===== src/rtl/la_defines.svh =====
`ifndef LA_DEFINES_SVH
`define LA_DEFINES_SVH

// Wishbone bus widths
`define LA_WB_ADDR_W     8
`define LA_WB_DATA_W     32

// Capture datapath
`define LA_CHANNELS      9
`define LA_FIFO_W        18        // Two samples per word
`define LA_IO_COUNT      4
`define LA_USERIO_COUNT  8

// Register field widths
`define LA_TRIG_W        6
`define LA_GROUP_W       3
`define LA_DEPTH_W       32
`define LA_DS_W          16

// Register reset values
`define LA_TRIG_RESET    6'h00     // glitch_go
`define LA_GROUP_RESET   3'h0      // probe_a
`define LA_DEPTH_RESET   32'h0
`define LA_DS_RESET      16'h0

// Pattern generators
`define LA_RAMP_SEED     9'h1A0
`define LA_FILL_PATTERN  9'h155    // Channel 0 high, then alternating

// Register map
`define LA_ADDR_TRIGGER_SOURCE  8'h00
`define LA_ADDR_CAPTURE_GROUP   8'h04
`define LA_ADDR_STATUS          8'h08
`define LA_ADDR_CAPTURE_DEPTH   8'h0C
`define LA_ADDR_DOWNSAMPLE      8'h10
`define LA_ADDR_MANUAL_CAPTURE  8'h14
`define LA_ADDR_ARM             8'h18

`endif


===== src/rtl/la_reg_pkg.sv =====
`include "la_defines.svh"

package la_reg_pkg;

   // Raw trigger source field, decoded in la_trigger
   typedef logic [`LA_TRIG_W-1:0]  trig_code_t;

   typedef logic [`LA_GROUP_W-1:0] group_t;        // Capture group code
   typedef logic [`LA_DEPTH_W-1:0] depth_t;        // Samples per capture
   typedef logic [`LA_DS_W-1:0]    downsample_t;   // Ratio minus one

   // Status word, read at LA_ADDR_STATUS
   typedef struct packed {
      logic capturing;   // Bit 1
      logic armed;       // Bit 0
   } status_t;

endpackage


===== src/rtl/la_capture_pkg.sv =====
`include "la_defines.svh"

package la_capture_pkg;

   // Internal trigger codes
   localparam logic [2:0] TRIG_INT_GLITCH_GO      = 3'd0;
   localparam logic [2:0] TRIG_INT_CAPTURE_ACTIVE = 3'd1;

   // Three views of the 6-bit trigger source word
   typedef union packed {
      struct packed {
         logic [2:0] upper;     // Must be zero
         logic [2:0] code;
      } int_v;
      struct packed {
         logic       is_io;     // Bit 5 set
         logic       unused_4;
         logic       invert;
         logic       unused_2;
         logic [1:0] sel;       // io 0..3
      } io_v;
      struct packed {
         logic       is_io;     // Bit 5 clear
         logic       invert;
         logic       is_user;   // Bit 3 set
         logic [2:0] sel;       // userio 0..7
      } user_v;
   } trig_sel_u;

   typedef logic [`LA_CHANNELS-1:0] sample_t;    // All channels, one instant
   typedef logic [`LA_FIFO_W-1:0]   fifo_word_t; // Sample pair

   typedef enum logic [2:0] {
      GROUP_PROBE_A = 3'd0,
      GROUP_PROBE_B = 3'd1,
      GROUP_RAMP    = 3'd2   // Anything above gives the fill pattern
   } capture_group_e;

endpackage


===== src/rtl/la_regs.sv =====
`timescale 1ns/1ps
`include "la_defines.svh"

module la_regs (
   input  logic                         observer_clk,
   input  logic                         reset,
   input  logic                         wb_cyc,
   input  logic                         wb_stb,
   input  logic                         wb_we,
   input  logic [`LA_WB_ADDR_W-1:0]     wb_adr,
   input  logic [`LA_WB_DATA_W-1:0]     wb_dat_w,
   output logic                         wb_ack,
   output logic [`LA_WB_DATA_W-1:0]     wb_dat_r,
   input  logic                         armed,
   input  logic                         capturing,
   output la_reg_pkg::trig_code_t       trig_code,
   output la_reg_pkg::group_t           capture_group,
   output la_reg_pkg::depth_t           capture_depth,
   output la_reg_pkg::downsample_t      downsample,
   output logic                         manual_capture,
   output logic                         arm_set
);

   logic                       wb_req;     // Request not yet acked
   logic                       wr_en;
   la_reg_pkg::status_t        status;
   logic [`LA_WB_DATA_W-1:0]   rd_data;

   assign wb_req  = wb_cyc & wb_stb & ~wb_ack;
   assign wr_en   = wb_req & wb_we;
   assign arm_set = wr_en && (wb_adr == `LA_ADDR_ARM) && wb_dat_w[0];

   assign status = '{capturing: capturing, armed: armed};

   // Single-cycle ack, one cycle after the request
   always_ff @(posedge observer_clk) begin
      if (reset)
         wb_ack <= 1'b0;
      else
         wb_ack <= wb_req;
   end

   // Configuration registers, written at the ack edge
   always_ff @(posedge observer_clk) begin
      if (reset) begin
         trig_code      <= `LA_TRIG_RESET;
         capture_group  <= `LA_GROUP_RESET;
         capture_depth  <= `LA_DEPTH_RESET;
         downsample     <= `LA_DS_RESET;
         manual_capture <= 1'b0;
      end else if (wr_en) begin
         case (wb_adr)
            `LA_ADDR_TRIGGER_SOURCE: trig_code      <= wb_dat_w[`LA_TRIG_W-1:0];
            `LA_ADDR_CAPTURE_GROUP:  capture_group  <= wb_dat_w[`LA_GROUP_W-1:0];
            `LA_ADDR_CAPTURE_DEPTH:  capture_depth  <= wb_dat_w[`LA_DEPTH_W-1:0];
            `LA_ADDR_DOWNSAMPLE:     downsample     <= wb_dat_w[`LA_DS_W-1:0];
            `LA_ADDR_MANUAL_CAPTURE: manual_capture <= wb_dat_w[0];
            default: ;   // Status and arm have no storage here
         endcase
      end
   end

   always_comb begin
      rd_data = '0;   // Unmapped reads as zero
      case (wb_adr)
         `LA_ADDR_TRIGGER_SOURCE: rd_data[`LA_TRIG_W-1:0]     = trig_code;
         `LA_ADDR_CAPTURE_GROUP:  rd_data[`LA_GROUP_W-1:0]    = capture_group;
         `LA_ADDR_STATUS:         rd_data[$bits(status)-1:0]  = status;
         `LA_ADDR_CAPTURE_DEPTH:  rd_data[`LA_DEPTH_W-1:0]    = capture_depth;
         `LA_ADDR_DOWNSAMPLE:     rd_data[`LA_DS_W-1:0]       = downsample;
         `LA_ADDR_MANUAL_CAPTURE: rd_data[0]                  = manual_capture;
         `LA_ADDR_ARM:            rd_data[0]                  = armed;
         default: ;
      endcase
   end

   // Read data lines up with ack
   always_ff @(posedge observer_clk) begin
      if (wb_req)
         wb_dat_r <= rd_data;
   end

endmodule


===== src/rtl/la_trigger.sv =====
`timescale 1ns/1ps
`include "la_defines.svh"

module la_trigger (
   input  logic                          observer_clk,
   input  logic                          reset,
   input  la_reg_pkg::trig_code_t        trig_code,
   input  logic                          manual_capture,
   input  logic                          arm_set,
   input  logic                          capturing,
   input  logic [`LA_IO_COUNT-1:0]       io,
   input  logic [`LA_USERIO_COUNT-1:0]   userio,
   input  logic                          glitch_go,
   input  logic                          capture_active,
   output logic                          capture_go,
   output logic                          armed
);

   la_capture_pkg::trig_sel_u sel;
   logic       trig_src;
   logic       trig_async;
   logic [1:0] sync_q;        // Two-stage synchronizer
   logic       trig_d;        // Previous synchronized level

   assign sel = trig_code;

   always_comb begin
      trig_src = 1'b0;   // Unused codes never trigger
      if (sel.io_v.is_io)
         trig_src = io[sel.io_v.sel] ^ sel.io_v.invert;
      else if (sel.user_v.is_user)
         trig_src = userio[sel.user_v.sel] ^ sel.user_v.invert;
      else if (sel.int_v.upper == 3'b000) begin
         case (sel.int_v.code)
            la_capture_pkg::TRIG_INT_GLITCH_GO:      trig_src = glitch_go;
            la_capture_pkg::TRIG_INT_CAPTURE_ACTIVE: trig_src = capture_active;
            default:                                 trig_src = 1'b0;
         endcase
      end
   end

   assign trig_async = trig_src | manual_capture;

   always_ff @(posedge observer_clk) begin
      if (reset) begin
         sync_q     <= 2'b00;
         trig_d     <= 1'b0;
         capture_go <= 1'b0;
      end else begin
         sync_q     <= {sync_q[0], trig_async};
         trig_d     <= sync_q[1];
         // Rising edge, only when armed and idle
         capture_go <= sync_q[1] & ~trig_d & armed & ~capturing;
      end
   end

   // Armed until the capture actually starts
   always_ff @(posedge observer_clk) begin
      if (reset)
         armed <= 1'b0;
      else if (capturing)
         armed <= 1'b0;
      else if (arm_set)
         armed <= 1'b1;
   end

endmodule


===== src/rtl/la_capture.sv =====
`timescale 1ns/1ps
`include "la_defines.svh"

module la_capture (
   input  logic                         observer_clk,
   input  logic                         reset,
   input  logic                         capture_go,
   input  la_reg_pkg::group_t           capture_group,
   input  la_reg_pkg::depth_t           capture_depth,
   input  la_reg_pkg::downsample_t      downsample,
   input  la_capture_pkg::sample_t      probe_a,
   input  la_capture_pkg::sample_t      probe_b,
   output logic                         capturing,
   output logic                         fifo_wr,
   output la_capture_pkg::fifo_word_t   fifo_wr_data,
   output logic                         capture_start,
   output logic                         capture_done
);

   la_capture_pkg::sample_t              sample_q;   // Selected group
   la_capture_pkg::sample_t              ramp;
   logic [`LA_CHANNELS-1:0][1:0]         chan_sr;    // [1] older, [0] newer
   la_reg_pkg::downsample_t              ds_ctr;
   logic                                 tick;
   logic                                 pair_phase; // High on second sample
   la_reg_pkg::depth_t                   sample_cnt;
   logic                                 capturing_q;

   always_ff @(posedge observer_clk) begin
      case (capture_group)
         la_capture_pkg::GROUP_PROBE_A: sample_q <= probe_a;
         la_capture_pkg::GROUP_PROBE_B: sample_q <= probe_b;
         la_capture_pkg::GROUP_RAMP:    sample_q <= ramp;
         default:                       sample_q <= `LA_FILL_PATTERN;
      endcase
   end

   // Self-test ramp, restarted by each capture
   always_ff @(posedge observer_clk) begin
      if (reset || capture_go)
         ramp <= `LA_RAMP_SEED;
      else
         ramp <= ramp + 1'b1;
   end

   // Downsample tick every downsample+1 cycles
   always_ff @(posedge observer_clk) begin
      if (reset) begin
         ds_ctr <= '0;
         tick   <= 1'b0;
      end else if (capture_go) begin
         ds_ctr <= '0;
         tick   <= 1'b0;
      end else if (ds_ctr == downsample) begin
         ds_ctr <= '0;
         tick   <= 1'b1;
      end else begin
         ds_ctr <= ds_ctr + 1'b1;
         tick   <= 1'b0;
      end
   end

   always_ff @(posedge observer_clk) begin
      if (capturing && tick) begin
         for (int k = 0; k < `LA_CHANNELS; k++)
            chan_sr[k] <= {chan_sr[k][0], sample_q[k]};
      end
   end

   always_ff @(posedge observer_clk) begin
      if (reset) begin
         capturing   <= 1'b0;
         capturing_q <= 1'b0;
         fifo_wr     <= 1'b0;
         pair_phase  <= 1'b0;
         sample_cnt  <= '0;
      end else begin
         capturing_q <= capturing;
         fifo_wr     <= 1'b0;
         if (capture_go) begin
            capturing  <= 1'b1;
            pair_phase <= 1'b0;
            sample_cnt <= '0;
         end else if (capturing && tick) begin
            pair_phase <= ~pair_phase;
            fifo_wr    <= pair_phase;   // Pair complete
            sample_cnt <= sample_cnt + 1'b1;
            if (sample_cnt == capture_depth - 1'b1)
               capturing <= 1'b0;      // Last sample taken
         end
      end
   end

   // Ramp group packs whole samples so the count reads directly
   always_comb begin
      fifo_wr_data = chan_sr;
      if (capture_group == la_capture_pkg::GROUP_RAMP) begin
         for (int k = 0; k < `LA_CHANNELS; k++) begin
            fifo_wr_data[`LA_CHANNELS + k] = chan_sr[k][1];
            fifo_wr_data[k]                = chan_sr[k][0];
         end
      end
   end

   assign capture_start = capturing & ~capturing_q;
   assign capture_done  = capturing_q & ~capturing;

endmodule


===== src/rtl/logic_analyzer.sv =====
`timescale 1ns/1ps
`include "la_defines.svh"

module logic_analyzer (
   input  logic                          observer_clk,
   input  logic                          reset,
   input  logic                          wb_cyc,
   input  logic                          wb_stb,
   input  logic                          wb_we,
   input  logic [`LA_WB_ADDR_W-1:0]      wb_adr,
   input  logic [`LA_WB_DATA_W-1:0]      wb_dat_w,
   output logic                          wb_ack,
   output logic [`LA_WB_DATA_W-1:0]      wb_dat_r,
   input  la_capture_pkg::sample_t       probe_a,
   input  la_capture_pkg::sample_t       probe_b,
   input  logic [`LA_IO_COUNT-1:0]       io,
   input  logic [`LA_USERIO_COUNT-1:0]   userio,
   input  logic                          glitch_go,
   input  logic                          capture_active,
   output logic                          fifo_wr,
   output la_capture_pkg::fifo_word_t    fifo_wr_data,
   output logic                          capture_start,
   output logic                          capture_done
);

   la_reg_pkg::trig_code_t    trig_code;
   la_reg_pkg::group_t        capture_group;
   la_reg_pkg::depth_t        capture_depth;
   la_reg_pkg::downsample_t   downsample;
   logic                      manual_capture;
   logic                      arm_set;
   logic                      armed;
   logic                      capture_go;
   logic                      capturing;

   la_regs u_regs (
      .observer_clk   (observer_clk),
      .reset          (reset),
      .wb_cyc         (wb_cyc),
      .wb_stb         (wb_stb),
      .wb_we          (wb_we),
      .wb_adr         (wb_adr),
      .wb_dat_w       (wb_dat_w),
      .wb_ack         (wb_ack),
      .wb_dat_r       (wb_dat_r),
      .armed          (armed),
      .capturing      (capturing),
      .trig_code      (trig_code),
      .capture_group  (capture_group),
      .capture_depth  (capture_depth),
      .downsample     (downsample),
      .manual_capture (manual_capture),
      .arm_set        (arm_set)
   );

   la_trigger u_trigger (
      .observer_clk   (observer_clk),
      .reset          (reset),
      .trig_code      (trig_code),
      .manual_capture (manual_capture),
      .arm_set        (arm_set),
      .capturing      (capturing),
      .io             (io),
      .userio         (userio),
      .glitch_go      (glitch_go),
      .capture_active (capture_active),
      .capture_go     (capture_go),
      .armed          (armed)
   );

   la_capture u_capture (
      .observer_clk   (observer_clk),
      .reset          (reset),
      .capture_go     (capture_go),
      .capture_group  (capture_group),
      .capture_depth  (capture_depth),
      .downsample     (downsample),
      .probe_a        (probe_a),
      .probe_b        (probe_b),
      .capturing      (capturing),
      .fifo_wr        (fifo_wr),
      .fifo_wr_data   (fifo_wr_data),
      .capture_start  (capture_start),
      .capture_done   (capture_done)
   );

endmodule


===== config.mk =====
export PLATFORM = sky130hd
export DESIGN_NAME = logic_analyzer
export DESIGN_NICKNAME = d
export VERILOG_FILES = /design/src/rtl/la_reg_pkg.sv /design/src/rtl/la_capture_pkg.sv /design/src/rtl/la_regs.sv /design/src/rtl/la_trigger.sv /design/src/rtl/la_capture.sv /design/src/rtl/logic_analyzer.sv
export VERILOG_INCLUDE_DIRS = /design/src /design/src/rtl
export SDC_FILE = /design/constraint.sdc
export NUM_CORES = 1
export LEC_CHECK = 0
export BUFFER_PORTS_ARGS = -buffer_cell sky130_fd_sc_hd__buf_2
export CORE_ASPECT_RATIO = 1.75
export CORE_MARGIN = 2
export CORE_UTILIZATION = 52
export CTS_CLUSTER_SIZE = 20
export DETAILED_ROUTE_END_ITERATION = 10
export HOLD_SLACK_MARGIN = 0.08
export PLACE_DENSITY = 0.86
export REMOVE_ABC_BUFFERS = 1
export SYNTH_ARGS = -nofsm -noshare
export SYNTH_HDL_FRONTEND = slang
export SYNTH_SLANG_ARGS = --single-unit

===== constraint.sdc =====
create_clock -name observer_clk -period 3.13 [get_ports observer_clk]
set_clock_uncertainty 0.15 [all_clocks]
set_input_delay 0.626 -clock observer_clk [delete_from_list [all_inputs] [get_ports observer_clk]]
set_output_delay 0.626 -clock observer_clk [all_outputs]
set_load 0.02 [all_outputs]

; Word level (Yosys, flattened, before mapping)
; Index checks and enable logic that the tools add are counted.
[classes]
add_sub_neg = 4
n_mul = 0
div = 0
n_lt_le_gt_ge = 2
eq_ne = 11
shifts = 0
muxes = 19
n_bitwise = 17
n_reduce_logical = 21
[ops]
columns = cell, n
row1 = $add 32x1->32 const B, 1
row2 = $eq 32x32->1, 1
row3 = $sub 32x1->32 const B, 1
row4 = $pmux 9 s3, 1
row5 = $eq 8x5->1 const B, 3
row6 = $pmux 10 s2, 1
row7 = $mux 17, 1
row8 = $add 16x1->16 const B, 1
row9 = $eq 16x16->1, 1
row10 = $eq 8x4->1 const B, 2
row11 = $reduce_and 2->1, 6
row12 = $add 9x1->9 const B, 1
row13 = $logic_not 3->1, 3
row14 = $mux 1, 9
row15 = $pmux 3 s3, 1
row16 = $and 1x1->1, 8
row17 = $eq 8x3->1 const B, 1
row18 = $logic_not 8->1, 1
row19 = $eq 3x1->1 const B, 2
row20 = $not 1->1, 6
row21 = $pmux 1 s6, 1
row22 = $reduce_or 2->1, 3
row23 = $reduce_or 3->1, 2
row24 = $pmux 1 s5, 1
row25 = other kinds (12), 16
[totals]
register_bits = 185
latch_bits = 0
ramBits = 0
rom_bits = 0
in_bits = 77
output_inout_bits = 54
wordCells = 104
n_memories = 0

; Longest topological paths before layout
; Gate-level depths: netlist (run 1).
[depth]
word_depth = 6
depth_mapped = 10

; By module
; From an unflattened synthesis (run 1), not the netlist that was laid out.
[hier_totals]
cells_unflattened = 916
hier_area_um2 = 9396.5
[by_module_without_submodules]
columns = module, instances, cells_per_inst, area_each_um2
row1 = la_capture, 1, 553, 5032.3
row2 = la_regs, 1, 337, 4068.9
row3 = la_trigger, 1, 26, 295.3

; Worst setup path after synthesis (run 1)
; OpenSTA, ideal clock, no wires.
[synth_path]
kind = input to register
startpoint = in wb_cyc
endpoint = reg u_regs.downsample[10]
setup_ns = 0.070
t_arrival_ns = 3.077
t_required_ns = 2.910
path_slack_ns = -0.168
stages = 7
path_cell_list = nand2_1 -> nor2_1 -> and3_1 -> clkbuf_1 -> clkbuf_1 -> nand2_1 -> a21oi_1
[synth_between]
elab_chain_cells = 4
[synth_lines]
columns = element, line
row1 = start: declaration, logic_analyzer.sv:7  ; input logic wb_cyc,
row2 = $and 1x1->1 (2 in a row), la_regs.sv:29  ; assign wb_req = wb_cyc & wb_stb & ~wb_ack;
row3 = net u_regs.wb_req, la_regs.sv:24  ; logic wb_req;
row4 = $and 1x1->1, la_regs.sv:30  ; assign wr_en = wb_req & wb_we;
row5 = $reduce_and 2->1 (no line), --
row6 = end signal: assignment, la_regs.sv:49  ; downsample <= `LA_DS_RESET;
row7 = end signal: assignment, la_regs.sv:56  ; `LA_ADDR_DOWNSAMPLE: downsample <= wb_dat_w[`LA_DS_W-1:0];
row8 = end: declaration, la_regs.sv:19  ; output la_reg_pkg::downsample_t downsample,
; The timed path passes the listed nets, and every way through them passes these cells.
; A chain may end at the register's enable or synchronous reset.

; Final worst setup path (run 1)
[layout_path]
startpoint = reg u_regs.capture_depth[0]
endpoint = reg u_capture.capturing
[layout_between]
elab_chain_cells = 4
[layout_lines]
columns = element, line
row1 = start: declaration, la_regs.sv:18  ; output la_reg_pkg::depth_t capture_depth,
row2 = start signal: assignment, la_regs.sv:48  ; capture_depth <= `LA_DEPTH_RESET;
row3 = start signal: assignment, la_regs.sv:55  ; `LA_ADDR_CAPTURE_DEPTH: capture_depth <= wb_dat_w[`LA_DEPTH_W-1:0];
row4 = $sub 32x1->32, la_capture.sv:88  ; if (sample_cnt == capture_depth - 1'b1)
row5 = $eq 32x32->1, la_capture.sv:88
row6 = $reduce_bool 2->1 (no line), --
row7 = $reduce_and 2->1 (no line), --
row8 = end signal: assignment, la_capture.sv:72  ; capturing <= 1'b0;
row9 = end signal: assignment, la_capture.sv:81  ; capturing <= 1'b1;
row10 = end signal: assignment, la_capture.sv:89  ; capturing <= 1'b0;
row11 = end: declaration, la_capture.sv:13  ; output logic capturing,
; No other way between the ends.

==> results of run 1 <==
-- synthesized netlist by cell type (4+ instances only) --
cell / instances / area share
or4_1: 7 / 0.0060
o211a_1: 4 / 0.0046
edfxtp_1: 50 / 0.17
nor3_1: 19 / 0.011
nand2_1: 141 / 0.060
mux2i_1: 7 / 0.0080
and3_1: 20 / 0.014
nor4_1: 14 / 0.010
and4_1: 4 / 0.0040
or3_1: 17 / 0.012
inv_1: 9 / 0.0038
nor2_1: 86 / 0.037
nand2b_1: 9 / 0.0064
mux2_2: 24 / 0.031
and2_1: 20 / 0.014
nand3_1: 34 / 0.019
o21ai_0: 11 / 0.0063
o22ai_1: 5 / 0.0036
xor2_1: 52 / 0.052
dfxtp_1: 135 / 0.31
a21oi_1: 71 / 0.040
clkbuf_1: 49 / 0.021
a22o_1: 12 / 0.012
ha_1: 4 / 0.0057
nor2b_1: 12 / 0.0085
nand4_1: 20 / 0.014
a222oi_1: 4 / 0.0046
xnor2_1: 50 / 0.050
-- per-layer routing --
metal / track usage / vias to the layer above / share of wire
li1: - / 3573 / -
met1: 0.264 / 3524 / 0.36
met2: 0.477 / 269 / 0.56
met3: 0.0394 / 58 / 0.040
met4: 0.126 / 0 / 0.043
met5: 0 / - / 0
-- worst max path at each step --
stage               slack [ns]                 endpoint
global placement          0.34      u_capture.capturing
CTS                       0.29      u_capture.capturing
global route              0.15      u_capture.capturing
floorplan                -0.60  u_regs.capture_depth[0]
finish                    0.28      u_capture.capturing
detailed placement        0.30      u_capture.capturing
-- report_power, final --
group / internal (uW) / switching, uW
Clock: 1060 / 888
Combinational: 69.5 / 106
Sequential: 2480 / 10.2
Total: 3610 / 1000
-- cell families after synthesis --
kind of cell | Yosys count
flip-flops | 185
AND/OR/NAND/NOR | 428
multiplexers | 35
AO/OA/AOI/OAI | 128
XOR/XNOR | 102
adder cells (fa/ha/maj) | 4
buffers and inverters | 66
-- through the flow --
stage,power [uW],setup WS (ns),setup TNS (ns)
final,4610,0.281,0
after global routing,4750,0.155,0
after CTS,4640,0.293,0
after detailed placement,2710,0.300,0
after global placement,2710,0.335,0
after floorplan,2610,-0.599,-26.60
-- registers in the layout, summed over array words and instances (netlist names), 2 cells and up --
register              count
u_regs.wb_dat_r          32
u_capture.ds_ctr         16
u_regs.capture_group      3
u_trigger.sync_q          2
u_capture.sample_q        9
u_regs.capture_depth     32
u_regs.trig_code          6
u_regs.downsample        16
u_capture.sample_cnt     32
u_capture.ramp            9
u_capture.chan_sr        18
-- final cells by class --
class	count	area, um2
Sequential cell	185	4200
Inverter	10	37.5
Clock buffer	23	468
Tap cell	224	280
Timing Repair Buffer	158	861
Clock inverter	9	65.1
Fill cell	1419	6220
Multi-Input combinational cell	697	4310
-- critical path, stage by stage, from the launching register on --
cell	delay, ns
dfxtp_1	0.37
or4_4	0.61
buf_4	0.20
or3_1	0.34
or3_1	0.36
o211a_1	0.12
a211o_1	0.32
nor4_1	0.18
nor3_1	0.07
==> out/qor.yml, run 1 <==
status: "finished, final reports clean"
synthFlopType: "dfxtp_1"
vias: 7424
layout_commonest_cell: "nand2_1"
grtUsageTotal: 0.254
syn-instance-count: 948
grt_max_degree: 57
ys_ff_latch: 185
dr.pass1.iters: 7
clk_latency_ns: 0.43
min_to: "u_capture.chan_sr[10]"
htree_levels: 4
dieHeight_um: 176
start_util: 0.534
yosysUniqueCellTypes: 66
worst_ep_arrival_time_ns: 2.99
synthSimpleGateAreaFrac: 0.243
synth_edf_count: 50
antenna_found_initial: 0
gp_congestion: 0.952
wl_per_cell_um: 16.9
final_cell_mix: "nand2_1, dfxtp_1, buf_2"
cts_made_buffers: 17
synth_top_family_by_area: "simple AND/OR/NAND/NOR gates"
cp.required_ns: 3.28
fin_crit_ns: 2.85
synth.avg_cell_area_um2: 9.26
dieWidth_um: 102
grt_setup_unrepaired: "false"
slew_headroom: 0.514
yosys_warnings: 0
core_area_mm2: 0.0164
synthMuxAreaShare: 0.0482
hold_viol: 0
syn_area_mm2: 0.00878
setup_viol: 0
clk_path_buf_depth: 2
synth_adder_area_share: 0.00570
min_path_type: "flip-flop to flip-flop"
synth_xor_area_frac: 0.102
holdPathStages: 0
die_area_mm2: 0.0180
final_util: 0.622
fmax_mhz: 351
clk_pin_slew_ns: 0.07
place_hpwl_mm: 16.3
grt_pass1_vias: 7306
stdcell_count: 1306
grt_pass1_wl_mm: 35.5
port-buffer-count: 130
clock-root-buffer: "clkbuf_16"
drv_cap: 0
worstMarginPinSlew_ns: 0.729
final_area_mm2: 0.0102
p_per_area_mw_per_mm2: 451
first_iter_violations: 425
cts_tree: "built"
r2r-start: "u_regs.capture_depth[0]"
rows: 62
boundaryPins: 131
drive_gt1_frac: 0.209
viasPerCell: 5.68
ff2ff_path_depth: 8
r2r-end: "u_capture.capturing"
p_leak_uw: 0.00397
synthToLayoutAreaGrowth_pct: 16.5
critPathMaxFanout: 8
cp-end-kind: "flip-flop"
drc: 0
cts_setup_buffers: 0
timing.final.crit_share: 0.910
finalNetCount: 1150
cts_hold_buf: 0
regToRegSetupSlack_ns: 0.28
grt_overflow: 0
slew_violations: 0
synth-compound-area-share: 0.0912
cts_resized: 0
placed_cells: 1274
ant_nets: 0
crit_path_start_kind: "flip-flop"
path_class: "flip-flop to flip-flop"
wirelength_mm: 22.0
min_from: "u_capture.sample_q[5]"
postPlaceCellArea_mm2: 0.00970
hold_ws_ns: 0.253
numClockSinks: 185
synthArstFlopShare: 0
ir_worst_vdd_mv: 0.294
yosysSeqAreaShare: 0.479
antenna_cells: 0
crit_start: "u_regs.capture_depth[0]"
(Power assumes the default switching activity.)
==> run 2, diff against run 1 <==
--- a/config.mk
+++ b/config.mk
@@ -15,6 +15,7 @@
 export HOLD_SLACK_MARGIN = 0.08
 export PLACE_DENSITY = 0.86
 export REMOVE_ABC_BUFFERS = 1
+export SKIP_CTS_REPAIR_TIMING = 1
 export SYNTH_ARGS = -nofsm -noshare
 export SYNTH_HDL_FRONTEND = slang
 export SYNTH_SLANG_ARGS = --single-unit
==> constraint.sdc (replaced) <==
create_clock -name observer_clk -period 3.13 [get_ports observer_clk]
set_clock_uncertainty 0.15 [all_clocks]
set_input_delay 0 -clock observer_clk [delete_from_list [all_inputs] [get_ports observer_clk]]
set_output_delay 0 -clock observer_clk [all_outputs]
set_load 0.02 [all_outputs]
==> run 2 against run 1 <==
  * Worst setup slack got worse by 0.10 ns
  * Sequential share of layout area down 2.7 points
  * Clock-buffer cell count is 6 lower
  * First-iteration DRC count rose by 4.9%
  * Core utilization up 4.3 points
  * Largest power group unchanged
  * Total power up 8.3%
  * Non-clock buffer count is 61 higher
  * Sequential power hardly changed
  * Cell count is 4.7% higher
  * Wire length grew 12%
  * Highest routed layer unchanged
  * Design area rose by 6.9%
==> out/qor.yml, run 2 (same netlist as run 1, synthesis figures left out) <==
status: "finished, final reports clean"
path_class: "flip-flop to flip-flop"
wl_per_cell_um: 18.0
fin_crit_ns: 2.95
cts_made_buffers: 17
timing.final.crit_share: 0.943
slew_headroom: 0.507
p_clk_frac: 0.454
finalNetCount: 1211
drive_gt1_frac: 0.199
crit_path_start_kind: "flip-flop"
dieWidth_um: 102
seq_power_share: 0.498
cp.required_ns: 3.27
first_iter_violations: 446
setup_viol: 0
drv_cap: 0
grt_overflow: 0
dieHeight_um: 176
antenna_found_initial: 1
regToRegSetupSlack_ns: 0.18
slew_violations: 0
grt_max_degree: 59
pre_cts_ws_ns: 0.190
grt_pass1_vias: 7174
numClockSinks: 185
fmax_mhz: 339
timing.final.ws_setup_ns: 0.179
wirelength_mm: 24.6
vias: 7773
grtUsageTotal: 0.254
viasPerCell: 5.68
htree_levels: 4
port-buffer-count: 130
p_leak_uw: 0.00426
synthToLayoutAreaGrowth_pct: 24.5
clk_path_buf_depth: 2
core_area_mm2: 0.0164
final_cell_mix: "nand2_1, dfxtp_1, buf_2"
clk_latency_ns: 0.43
gp_congestion: 0.923
grt_setup_unrepaired: "false"
worst_ep_arrival_time_ns: 3.09
multi_input_area_mm2: 0.00431
cts_tree: "built"
critPathMaxFanout: 8
seq_area_mm2: 0.00420
worstMarginPinSlew_ns: 0.740
hold_viol: 0
p_per_area_mw_per_mm2: 457
p_switching_uw: 1180
p_int_uw: 3820
dr.pass1.iters: 9
die_area_mm2: 0.0180
layout_commonest_cell: "nand2_1"
place_hpwl_mm: 16.9
start_util: 0.534
reg_top3: "u_capture.sample_cnt (32), u_regs.capture_depth (32), u_regs.wb_dat_r (32)"
swShare: 0.235
clock-root-buffer: "clkbuf_16"
clk_pin_slew_ns: 0.07
ant_nets: 0
grt_pass1_wl_mm: 35.3
power_frac_comb: 0.049
hold_ws_ns: 0.0893
finalSetupTns_ns: 0
cp-end-kind: "flip-flop"
rows: 62
drc: 0
ir_worst_vdd_mv: 0.296
boundaryPins: 131
min_path_type: "input pin to flip-flop"
fillers: 1229
## run 2: changes by cell type in the layout (fill, tap and decap cells not counted), moves of 2 or more
| cell | before | now |
|---|---|---|
| clkinv_2 | 2 | 0 |
| clkbuf_8 | 2 | 0 |
| clkbuf_1 | 4 | 0 |
| inv_6 | 2 | 6 |
| inv_4 | 2 | 0 |
| bufinv_16 | 0 | 2 |
| buf_4 | 28 | 25 |
| inv_8 | 0 | 3 |
| dlygate4sd3_1 | 0 | 64 |
| clkinv_8 | 0 | 2 |
## run 2: layer usage
layer	GRT usage	up-vias	part of all wire
met5	0	-	0
met4	0.154	0	0.059
met3	0.0334	83	0.049
met2	0.475	354	0.55
met1	0.257	3640	0.34
li1	-	3696	-
## run 2: final cells by class
type / count / area share
Inverter: 10 / 0.00343
Timing Repair Buffer: 219 / 0.135
Antenna cell: 1 / 0.000229
Clock buffer: 17 / 0.0389
Sequential cell: 185 / 0.384
Clock inverter: 15 / 0.0178
Multi-Input combinational cell: 697 / 0.394
Tap cell: 224 / 0.0256
## run 2: power by group through the flow
stage | registers, uW | logic [uW] | clock network [uW]
after floorplan | 2560 | 46.3 | 0
after global placement | 2540 | 170 | 0
after detailed placement | 2540 | 174 | 0
after CTS | 2490 | 175 | 2270
after global routing | 2490 | 261 | 2360
final | 2490 | 244 | 2270
## run 2: critical path, cell delays in order (launching register included)
cell       delay [ns]
dfxtp_1          0.37
inv_1            0.08
ha_1             0.22
or3b_1           0.50
or4_1            0.45
a2111oi_0        0.35
a2bb2oi_1        0.21
nand4_1          0.12
nor4_1           0.28
nor3_1           0.07
## run 2: metrics by stage
| stage | utilization | total power [uW] | area, um2 | std cells |
|---|---|---|---|---|
| 6_report | 0.665 | 5000 | 10900 | 1368 |
| 5_1_grt | 0.665 | 5110 | 10900 | 1368 |
| 4_1_cts | 0.626 | 4930 | 10300 | 1303 |
| 3_5_place_dp | 0.588 | 2710 | 9670 | 1271 |
| 3_3_place_gp | 0.588 | 2710 | 9670 | 1271 |
| 2_1_floorplan | - | 2610 | 8540 | 892 |
## run 2: final timing paths
check                                              from              endpoint  cells after the start
worst max register to register  u_regs.capture_depth[0]   u_capture.capturing                      9
worst max-delay path            u_regs.capture_depth[0]   u_capture.capturing                      9
worst min-delay path                     capture_active   u_trigger.sync_q[0]                      6
worst min register to register    u_capture.sample_q[4]  u_capture.chan_sr[8]                      0
